==> src/verilog/rom_pkg.sv <==
package rom_pkg;

    // address and data geometry of the shared ROM
    localparam int ADDR_W = 20;             // client byte address
    localparam int WORD_W = 32;             // one ROM word on the AXI side

    // one full ROM word as it comes back from the read port
    typedef logic [WORD_W-1:0] word_t;

    // word address, byte address with the two low bits dropped
    typedef logic [ADDR_W-3:0] waddr_t;

    // client payloads, picked per slot through the cache type parameter
    typedef logic [7:0]  byte_t;            // client 0, byte reads
    typedef logic [15:0] half_t;            // client 1, half reads

    // AXI read response codes
    localparam logic [1:0] RESP_OKAY = 2'b00;

endpackage

==> src/verilog/rom_slot_cache.sv <==
`timescale 1ns/1ns

module rom_slot_cache #(
    parameter type data_t    = rom_pkg::byte_t,
    parameter bit  INVERT_A0 = 1'b0
) (
    input  logic                     clk,
    input  logic                     rst_n,
    input  logic [rom_pkg::ADDR_W-1:0] addr,      // client byte address
    input  logic                     addr_ok,     // addr is valid, held until data_ok
    output logic                     req,         // miss, word wanted from memory
    output rom_pkg::waddr_t          req_addr,
    input  logic                     fill_ok,     // fill strobe from the arbiter
    input  rom_pkg::word_t           fill_data,
    output logic                     data_ok,     // one cycle strobe to the client
    output data_t                    dout
);
    import rom_pkg::*;

    // lane geometry comes from the payload width
    localparam int DATA_W = $bits(data_t);
    localparam int LANES  = WORD_W / DATA_W;
    localparam int SEL_W  = $clog2(LANES);      // 2 for bytes, 1 for halves
    // flips only the lowest lane select bit
    localparam logic [SEL_W-1:0] A0_MASK = SEL_W'(INVERT_A0);

    waddr_t waddr;                  // word the client is pointing at

    // two cached words with their tags
    waddr_t tag0;
    waddr_t tag1;
    word_t  data0;
    word_t  data1;
    logic   valid0;
    logic   valid1;
    logic   repl;                   // entry to overwrite on the next fill

    logic             hit0;
    logic             hit1;
    logic             hit;
    logic [SEL_W-1:0] lane_sel;
    word_t            word_mux;

    assign waddr    = addr[ADDR_W-1:2];
    assign req_addr = waddr;

    assign hit0 = valid0 && (tag0 == waddr);
    assign hit1 = valid1 && (tag1 == waddr);
    assign hit  = hit0 || hit1;

    // no request for a word already cached, so a hit never touches the bus
    assign req = addr_ok && !hit;

    // lane from the low byte address bits
    assign lane_sel = addr[1 -: SEL_W] ^ A0_MASK;

    // a fresh fill bypasses the entries to save a cycle
    always_comb begin
        if (fill_ok) begin
            word_mux = fill_data;
        end else if (hit0) begin
            word_mux = data0;
        end else begin
            word_mux = data1;
        end
    end

    // control state, valid bits and replacement pointer
    always_ff @(posedge clk) begin
        if (!rst_n) begin
            valid0  <= 1'b0;
            valid1  <= 1'b0;
            repl    <= 1'b0;
            data_ok <= 1'b0;
        end else begin
            // one strobe per request, a held address counts again only after it
            data_ok <= addr_ok && !data_ok && (hit || fill_ok);
            if (fill_ok) begin
                if (!valid0) begin
                    valid0 <= 1'b1;         // first fill lands in both entries
                    valid1 <= 1'b1;
                end else begin
                    repl <= ~repl;          // oldest goes next time
                end
            end
        end
    end

    // entry contents, written only by fills
    always_ff @(posedge clk) begin
        if (fill_ok) begin
            if (!valid0) begin
                tag0  <= waddr;
                data0 <= fill_data;
                tag1  <= waddr;
                data1 <= fill_data;
            end else if (repl) begin
                tag1  <= waddr;
                data1 <= fill_data;
            end else begin
                tag0  <= waddr;
                data0 <= fill_data;
            end
        end
    end

    // output lane, kept until the next delivery
    always_ff @(posedge clk) begin
        if (addr_ok && !data_ok && (hit || fill_ok)) begin
            dout <= data_t'(word_mux[lane_sel*DATA_W +: DATA_W]);
        end
    end

endmodule

==> src/verilog/rom_arbiter.sv <==
`timescale 1ns/1ns

module rom_arbiter (
    input  logic            clk,
    input  logic            rst_n,
    input  logic            req0,           // slot 0 miss, has priority
    input  logic            req1,
    input  rom_pkg::waddr_t req_addr0,
    input  rom_pkg::waddr_t req_addr1,
    output logic            fill_ok0,
    output logic            fill_ok1,
    output rom_pkg::word_t  fill_data,      // shared by both slots
    output logic            rd_start,       // one cycle kick to the read port
    output rom_pkg::waddr_t rd_addr,
    input  logic            rd_busy,
    input  logic            rd_done,
    input  rom_pkg::word_t  rd_data
);
    import rom_pkg::*;

    typedef enum logic [1:0] {
        ST_IDLE,
        ST_READ,
        ST_FILL
    } state_t;

    state_t state;
    logic   owner;          // slot whose word is on the bus
    logic   grant;          // idle and some slot asking
    logic   grant_sel;      // 0 when slot 0 wins
    waddr_t grant_addr;

    // fixed priority pick
    assign grant_sel  = !req0;
    assign grant_addr = req0 ? req_addr0 : req_addr1;

    // requests only looked at in idle, a dropped one is never started
    assign grant = (state == ST_IDLE) && (req0 || req1) && !rd_busy;

    always_ff @(posedge clk) begin
        if (!rst_n) begin
            state    <= ST_IDLE;
            rd_start <= 1'b0;
            fill_ok0 <= 1'b0;
            fill_ok1 <= 1'b0;
        end else begin
            rd_start <= 1'b0;           // strobes default low
            fill_ok0 <= 1'b0;
            fill_ok1 <= 1'b0;
            case (state)
                ST_IDLE: begin
                    if (grant) begin
                        rd_start <= 1'b1;
                        state    <= ST_READ;
                    end
                end
                ST_READ: begin
                    if (rd_done) begin
                        // route the word back to whoever asked
                        fill_ok0 <= !owner;
                        fill_ok1 <= owner;
                        state    <= ST_FILL;
                    end
                end
                ST_FILL: begin
                    state <= ST_IDLE;   // req drops now that the entry hits
                end
                default: begin
                    state <= ST_IDLE;
                end
            endcase
        end
    end

    // read address, owner and returned word
    always_ff @(posedge clk) begin
        if (grant) begin
            rd_addr <= grant_addr;
            owner   <= grant_sel;
        end
        if (state == ST_READ && rd_done) begin
            fill_data <= rd_data;
        end
    end

endmodule

==> src/verilog/axil_rd_port.sv <==
`timescale 1ns/1ns

module axil_rd_port (
    input  logic                       clk,
    input  logic                       rst_n,
    input  logic                       rd_start,
    input  rom_pkg::waddr_t            rd_addr,
    output logic                       rd_busy,
    output logic                       rd_done,
    output rom_pkg::word_t             rd_data,
    // AXI4-Lite read address channel
    output logic                       arvalid,
    input  logic                       arready,
    output logic [rom_pkg::ADDR_W-1:0] araddr,
    output logic [2:0]                 arprot,
    // AXI4-Lite read data channel
    input  logic                       rvalid,
    output logic                       rready,
    input  rom_pkg::word_t             rdata,
    input  logic [1:0]                 rresp,
    output logic                       rom_err     // sticky until reset
);
    import rom_pkg::*;

    logic launch;           // accepted start
    logic ar_hs;            // address handshake this cycle
    logic r_hs;             // data handshake this cycle

    assign launch = rd_start && !rd_busy;
    assign ar_hs  = arvalid && arready;
    assign r_hs   = rready && rvalid;

    assign arprot = 3'b000;     // data, unprivileged

    always_ff @(posedge clk) begin
        if (!rst_n) begin
            arvalid <= 1'b0;
            rready  <= 1'b0;
            rd_busy <= 1'b0;
            rd_done <= 1'b0;
            rom_err <= 1'b0;
        end else begin
            rd_done <= 1'b0;
            if (launch) begin
                arvalid <= 1'b1;    // address goes out next cycle
                rd_busy <= 1'b1;
            end
            if (ar_hs) begin
                arvalid <= 1'b0;
                rready  <= 1'b1;    // now wait for the data beat
            end
            if (r_hs) begin
                rready  <= 1'b0;
                rd_done <= 1'b1;
                rd_busy <= 1'b0;
                if (rresp != RESP_OKAY) begin
                    rom_err <= 1'b1;
                end
            end
        end
    end

    // address held stable while arvalid is up
    always_ff @(posedge clk) begin
        if (launch) begin
            araddr <= {rd_addr, 2'b00};
        end
        if (r_hs) begin
            rd_data <= rdata;
        end
    end

endmodule

==> src/verilog/rom_fetch_top.sv <==
`timescale 1ns/1ns

module rom_fetch_top (
    input  logic                       clk,
    input  logic                       rst_n,
    // client 0, byte reads
    input  logic [rom_pkg::ADDR_W-1:0] c0_addr,
    input  logic                       c0_addr_ok,
    output logic                       c0_data_ok,
    output rom_pkg::byte_t             c0_dout,
    // client 1, half reads with swapped halves
    input  logic [rom_pkg::ADDR_W-1:0] c1_addr,
    input  logic                       c1_addr_ok,
    output logic                       c1_data_ok,
    output rom_pkg::half_t             c1_dout,
    // AXI4-Lite read channels
    output logic                       arvalid,
    input  logic                       arready,
    output logic [rom_pkg::ADDR_W-1:0] araddr,
    output logic [2:0]                 arprot,
    input  logic                       rvalid,
    output logic                       rready,
    input  rom_pkg::word_t             rdata,
    input  logic [1:0]                 rresp,
    output logic                       rom_err
);
    import rom_pkg::*;

    // cache to arbiter
    logic   req0;
    logic   req1;
    waddr_t req_addr0;
    waddr_t req_addr1;
    logic   fill_ok0;
    logic   fill_ok1;
    word_t  fill_data;

    // arbiter to read port
    logic   rd_start;
    waddr_t rd_addr;
    logic   rd_busy;
    logic   rd_done;
    word_t  rd_data;

    rom_slot_cache #(
        .data_t    (byte_t),
        .INVERT_A0 (1'b0)
    ) i_slot0 (
        .clk       (clk),
        .rst_n     (rst_n),
        .addr      (c0_addr),
        .addr_ok   (c0_addr_ok),
        .req       (req0),
        .req_addr  (req_addr0),
        .fill_ok   (fill_ok0),
        .fill_data (fill_data),
        .data_ok   (c0_data_ok),
        .dout      (c0_dout)
    );

    rom_slot_cache #(
        .data_t    (half_t),
        .INVERT_A0 (1'b1)        // halves swapped within the word
    ) i_slot1 (
        .clk       (clk),
        .rst_n     (rst_n),
        .addr      (c1_addr),
        .addr_ok   (c1_addr_ok),
        .req       (req1),
        .req_addr  (req_addr1),
        .fill_ok   (fill_ok1),
        .fill_data (fill_data),
        .data_ok   (c1_data_ok),
        .dout      (c1_dout)
    );

    rom_arbiter i_arbiter (
        .clk       (clk),
        .rst_n     (rst_n),
        .req0      (req0),
        .req1      (req1),
        .req_addr0 (req_addr0),
        .req_addr1 (req_addr1),
        .fill_ok0  (fill_ok0),
        .fill_ok1  (fill_ok1),
        .fill_data (fill_data),
        .rd_start  (rd_start),
        .rd_addr   (rd_addr),
        .rd_busy   (rd_busy),
        .rd_done   (rd_done),
        .rd_data   (rd_data)
    );

    axil_rd_port i_axil_rd_port (
        .clk      (clk),
        .rst_n    (rst_n),
        .rd_start (rd_start),
        .rd_addr  (rd_addr),
        .rd_busy  (rd_busy),
        .rd_done  (rd_done),
        .rd_data  (rd_data),
        .arvalid  (arvalid),
        .arready  (arready),
        .araddr   (araddr),
        .arprot   (arprot),
        .rvalid   (rvalid),
        .rready   (rready),
        .rdata    (rdata),
        .rresp    (rresp),
        .rom_err  (rom_err)
    );

endmodule

==> config.mk <==
export PLATFORM = sky130hd
export DESIGN_NAME = rom_fetch_top
export DESIGN_NICKNAME = d
export VERILOG_FILES = /design/src/verilog/rom_pkg.sv /design/src/verilog/rom_slot_cache.sv /design/src/verilog/rom_arbiter.sv /design/src/verilog/axil_rd_port.sv /design/src/verilog/rom_fetch_top.sv
export SDC_FILE = /design/constraint.sdc
export NUM_CORES = 1
export LEC_CHECK = 0
export ABC_AREA = 1
export CAP_MARGIN = 0
export CORE_MARGIN = 2
export CORE_UTILIZATION = 44
export CTS_BUF_LIST = sky130_fd_sc_hd__clkbuf_16
export CTS_CLUSTER_DIAMETER = 100
export DETAILED_ROUTE_END_ITERATION = 10
export DONT_BUFFER_PORTS = 1
export SLEW_MARGIN = 10
export SYNTH_ARGS = -nofsm -noshare
export SYNTH_HDL_FRONTEND = slang
export SYNTH_SLANG_ARGS = --single-unit
==> constraint.sdc <==
create_clock -name clk -period 4.1 [get_ports clk]
set_clock_uncertainty 0.2 [all_clocks]
set_input_delay 0.82 -clock clk [delete_from_list [all_inputs] [get_ports clk]]
set_output_delay 0.82 -clock clk [all_outputs]
set_load 0.03 [all_outputs]
Word-level counts from Yosys, hierarchy flattened
Cells that the tools add are included.
Storage, ports and cells
  register bits: 343
  logic and storage cells: 121
Operators by class
  eq/ne operators: 11
  shifts and indexed selects: 2
  muxes and demuxes: 26
  bitwise logic cells: 6
  reductions and logical operators: 44
Operators by type and width (count)
  $mux W32: 12
  $mux W18: 9
  $eq A18 B18 Y1: 4
  $shiftx A32 B6 Y16: 1
  $shiftx A32 B6 Y8: 1
  $reduce_and A2 Y1: 11
  $logic_and A1 B1 Y1: 16
  $ne A2 B2 Y1 const B: 4
  $logic_not A1 Y1: 7
  $not A1 Y1: 6
  $logic_or A1 B1 Y1: 5
  $mux W2: 2
  $ne A2 B1 Y1 const B: 2
  $pmux W2 S2: 1
  $reduce_or A2 Y1: 2
  $reduce_and A3 Y1: 1
  $eq A2 B1 Y1 const B: 1
  $logic_not A2 Y1: 1
  $mux W1: 2
  $reduce_bool A2 Y1: 1

Longest topological paths before layout
  depth after elaboration: 10
  gate-level depth with buffers: 14

Cells and area by module
From an unflattened synthesis, not the netlist that was laid out.
Unflattened totals
  cells, all modules: 1301
  area, all modules: 14545.2 um^2
Modules (own cells, without submodules)
  rom_slot_cache (i_slot0): times used 1, cells each 566, area an instance 5432.7 um^2, seq. area each 3323.2 um^2
  rom_slot_cache (i_slot1): times used 1, cells each 522, area an instance 5420.2 um^2, seq. area each 3563.4 um^2
  rom_arbiter: times used 1, cells each 134, area an instance 1963.1 um^2, seq. area each 1631.6 um^2
  axil_rd_port: times used 1, cells each 79, area an instance 1729.2 um^2, seq. area each 1601.5 um^2

Least setup slack after synthesis
No wires, ideal clock.
  kind: reg2reg
  start: register i_arbiter.fill_ok1
  end: register i_slot1.data0[0] (enable)
  arrival time: 3.301 ns
  required time: 3.426 ns
  setup slack: 0.125 ns
  cell stages (with the launch flop): 5
  period minus slack after synthesis: 3.975 ns
  cells stage by stage: dfxtp_1 -> clkbuf_1 -> inv_2 -> buf_1 -> a21oi_1
Between the ends
  longest elaborated chain between the ends: 1
Ends and longest elaborated chain
  from (decl): RTL line rom_arbiter.sv:11  | output logic fill_ok1,
  from (signal assigned): RTL line rom_arbiter.sv:61  | fill_ok1 <= owner;
  $reduce_and A2 Y1 (no line)
  to (signal assigned): RTL line rom_slot_cache.sv:94  | data0 <= fill_data;
  to (signal assigned): RTL line rom_slot_cache.sv:102  | data0 <= fill_data;
  to (decl): RTL line rom_slot_cache.sv:32  | word_t data0;
No other way between the ends.
A chain may end at the register's enable or synchronous reset.

Final worst setup path
  start: register i_slot1.valid0
  end: register i_slot1.dout[12] (netlist bit) (data pin)
Between the ends
  longest elaborated chain between the ends: 4
Ends and longest elaborated chain
  from (decl): RTL line rom_slot_cache.sv:34  | logic valid0;
  from (signal assigned): RTL line rom_slot_cache.sv:71  | valid0 <= 1'b0;
  from (signal assigned): RTL line rom_slot_cache.sv:80  | valid0 <= 1'b1;
  $logic_and A1 B1 Y1: RTL line rom_slot_cache.sv:47  | assign hit0 = valid0 && (tag0 == waddr);
  $mux W32: RTL line rom_slot_cache.sv:61  | end else if (hit0) begin
  $mux W32: RTL line rom_slot_cache.sv:59  | if (fill_ok) begin
  $shiftx A32 B6 Y16: RTL line rom_slot_cache.sv:110  | dout <= data_t'(word_mux[lane_sel*DATA_W +: DATA_W]);
  to (signal assigned): RTL line rom_slot_cache.sv:110
  to (decl): RTL line rom_slot_cache.sv:16  | output data_t dout
No other way between the ends.

==> flow_summary.yaml <==
run_status:
  status: "finished clean"
timing:
  tns_ns: 0
  slew_headroom_pct: 37.6
  fmax_ghz: 0.371
  post-route-min-period_ns: 2.69
  post-route-period-util_pct: 65.7
  rsz0062_at_grt: "false"
  setup_viol: 0
  maxSlewViolCount: 0
  finalHoldViolCount: 0
  worstMarginPinSlew_ns: 0.934
global_routing:
  grt_max_degree: 38
  antenna_found_initial: 0
  grt_usage_pct: 20.0
  grt_pass1_vias: 8614
  gr-total-overflow: 0
  grt_pass1_wl_um: 50700
placed_design:
  post-dp-hpwl_um: 20300
  io_buffers: 0
  routabilityCongestion: 0.835
floorplan:
  core_region_area_mm2: 0.0314
  num_rows: 65
  start_util_pct: 44.5
  dieWidth_um: 182
  io_pins: 132
  die_area_mm2: 0.0332
  die_h_um: 182
routing:
  via_count: 8736
  routed_via_density: 5.39
  first_pass_iters: 5
  drc_errors: 0
  drtIter0Drc: 727
  detail_route.wirelength_um: 33000
  wire_per_inst_um: 20.4
  ant_nets: 0
critical_path:
  startpoint_type: "flop"
  arrival_ns: 2.75
  required_ns: 4.15
  rr_worst_depth: 11
  r2r-start: "i_slot1.valid0"
  crit_type: "reg2reg"
  worst_setup_path_end_kind: "flop"
  critPathLaunch: "i_slot1.valid0"
  ff2ff_setup_slack_ns: 1.41
  crit_end: "i_slot1.dout[12]"
  path_max_fanout: 33
  reg2reg_to: "i_slot1.dout[12]"
finish:
  areaGrowthSynthToFinish_pct: 12.8
  final_core_util_pct: 50.2
  layout-drive-gt1-share_pct: 8.70
  fin_nets: 1270
  num_antenna_cells: 0
pwr:
  p_per_area_mw_per_mm2: 489
  leakage_nw: 6.00
  peakVddDrop_mv: 0.306
yosys:
  yosysWarnings: 0
  syn-cell-area_mm2: 0.0140
  syn_avg_cell_area_um2: 11.8
  ys_seq_area_share_pct: 72.5
  synth_cells: 1183
  ys_ff_latch: 343
  synth_cell_types: 29
clock_tree:
  cts_tree: "yes"
  post_cts.repair.setup_buffers: 0
  hold_buffers: 0
  clk_path_buf_depth: 3
  numClockSinks: 343
  numCtsBuffers: 37
  clock_latency_ns: 0.52
  cts_resized: 0
  htree_levels: 2
  root_buffer: "clkbuf_16"
  path_clk_slew_ns: 0.06
worst_hold_path:
  hold_class: "in2reg"
run:
  maxCapViolations: 0
## cell usage after synthesis
cell type / instances / area share [%]
o21ai_1: 23 / 0.82
or2_2: 3 / 0.13
nand2_1: 301 / 8.1
buf_4: 7 / 0.38
buf_2: 20 / 0.72
conb_1: 1 / 0.027
inv_1: 91 / 2.4
dfxtp_1: 18 / 2.6
edfxtp_1: 325 / 70
nor2_1: 51 / 1.4
nand3b_1: 3 / 0.16
inv_2: 20 / 0.54
nand3_2: 1 / 0.072
o22ai_1: 7 / 0.31
xor2_1: 12 / 0.75
buf_6: 1 / 0.081
clkinv_1: 1 / 0.027
nand4_1: 73 / 3.3
nor3_1: 4 / 0.14
nor2_4: 2 / 0.16
o21ai_0: 15 / 0.54
nor3_2: 1 / 0.072
nor2_2: 2 / 0.090
xnor2_1: 13 / 0.82
clkbuf_1: 20 / 0.54
a21oi_1: 80 / 2.9
buf_1: 6 / 0.16
or2_1: 2 / 0.090
nand3_1: 80 / 2.9
## flip-flops by register name, indices dropped and copies added, names as in the netlist, 32 cells and up
name                    flops
i_arbiter.fill_data        32
i_slot1.data0              32
i_axil_rd_port.rd_data     32
i_slot1.data1              32
i_slot0.data1              32
i_slot0.data0              32
## final cells by class
| type | instances | area, um2 |
|---|---|---|
| clock inverter | 29 | 353 |
| tap | 402 | 503 |
| sequential | 343 | 10100 |
| fill | 2699 | 15600 |
| multi-input combinational | 678 | 3240 |
| clock buffer | 38 | 951 |
| inverter | 112 | 420 |
| timing repair buffer | 18 | 173 |
## per-stage QoR
| step | power, W | instance area (um2) | cells | hold slack [ns] | setup slack (ns) |
|---|---|---|---|---|---|
| 3_3_place_gp | 0.00424 | 14500 | 1553 | 0.201 | 1.03 |
| 3_5_place_dp | 0.00425 | 14500 | 1553 | 0.205 | 1.01 |
| 2_1_floorplan | 0.00419 | 14000 | 1187 | 0.200 | 0.125 |
| 6_report | 0.00771 | 15800 | 1620 | 0.194 | 1.41 |
| 4_1_cts | 0.00776 | 15800 | 1620 | 0.176 | 1.44 |
| 5_1_grt | 0.00792 | 15800 | 1620 | 0.174 | 1.23 |
## routing by layer
metal / vias to the layer above / global-route usage [%] / wire [um]
met2: 312 / 32.9 / 15800
li1: 4137 / - / -
met4: 0 / 5.71 / 677
met5: - / 0 / 0
met3: 58 / 4.21 / 2450
met1: 4229 / 27.0 / 14100
## layout by cell type (no fill, tap or decap), types with 4 or more instances in the layout
master / count
xnor2_1: 13
clkinv_1: 6
dfxtp_1: 18
nand4_1: 73
inv_2: 20
o22ai_1: 7
edfxtp_1: 325
o21ai_0: 15
xor2_1: 12
nor2_1: 50
nand3_1: 80
inv_1: 100
buf_4: 15
clkbuf_16: 38
bufinv_16: 8
conb_1: 5
o21ai_1: 23
a21oi_4: 4
nand2_1: 301
a21oi_1: 76
## critical path, stage by stage (launching register included)
cell and delay, ns:
dfxtp_1 0.46, inv_1 0.15, nor2_1 0.12, nand3b_1 0.09, nor2_2 0.13, buf_4 0.44, nand3_1 0.13, buf_4 0.30
nand2_1 0.11, nand3_1 0.06, nand2_1 0.14, nand2_1 0.09
## cells by family after synthesis
group           Yosys count  share of synthesized area [%]
simple gates            523                           16.5
flops                   343                           72.5
buf+inv                 166                           4.88
compound gates          125                           4.54
xor+xnor                 25                           1.57
other cells               1                         0.0269
## power by group
group          internal, W  switching [W]  total [W]
logic            0.0000592       0.000150   0.000209
clock network      0.00219        0.00134    0.00354
registers          0.00390      0.0000611    0.00396
total              0.00615        0.00155    0.00771
## how the worst min path moves through the flow
stage | startpoint | to | slack (ns) | cells past startpoint
floorplan | i_axil_rd_port.rd_data[0] | i_arbiter.fill_data[0] | 0.20 | 0
global placement | i_axil_rd_port.rd_data[25] | i_arbiter.fill_data[25] | 0.20 | 0
detailed placement | i_axil_rd_port.rd_data[14] | i_arbiter.fill_data[14] | 0.20 | 0
CTS | rdata[2] | i_axil_rd_port.rd_data[2] | 0.18 | 0
global route | rdata[2] | i_axil_rd_port.rd_data[2] | 0.17 | 0
finish | rdata[2] | i_axil_rd_port.rd_data[2] | 0.19 | 0
Note: power is estimated with default switching activity, not from simulation.
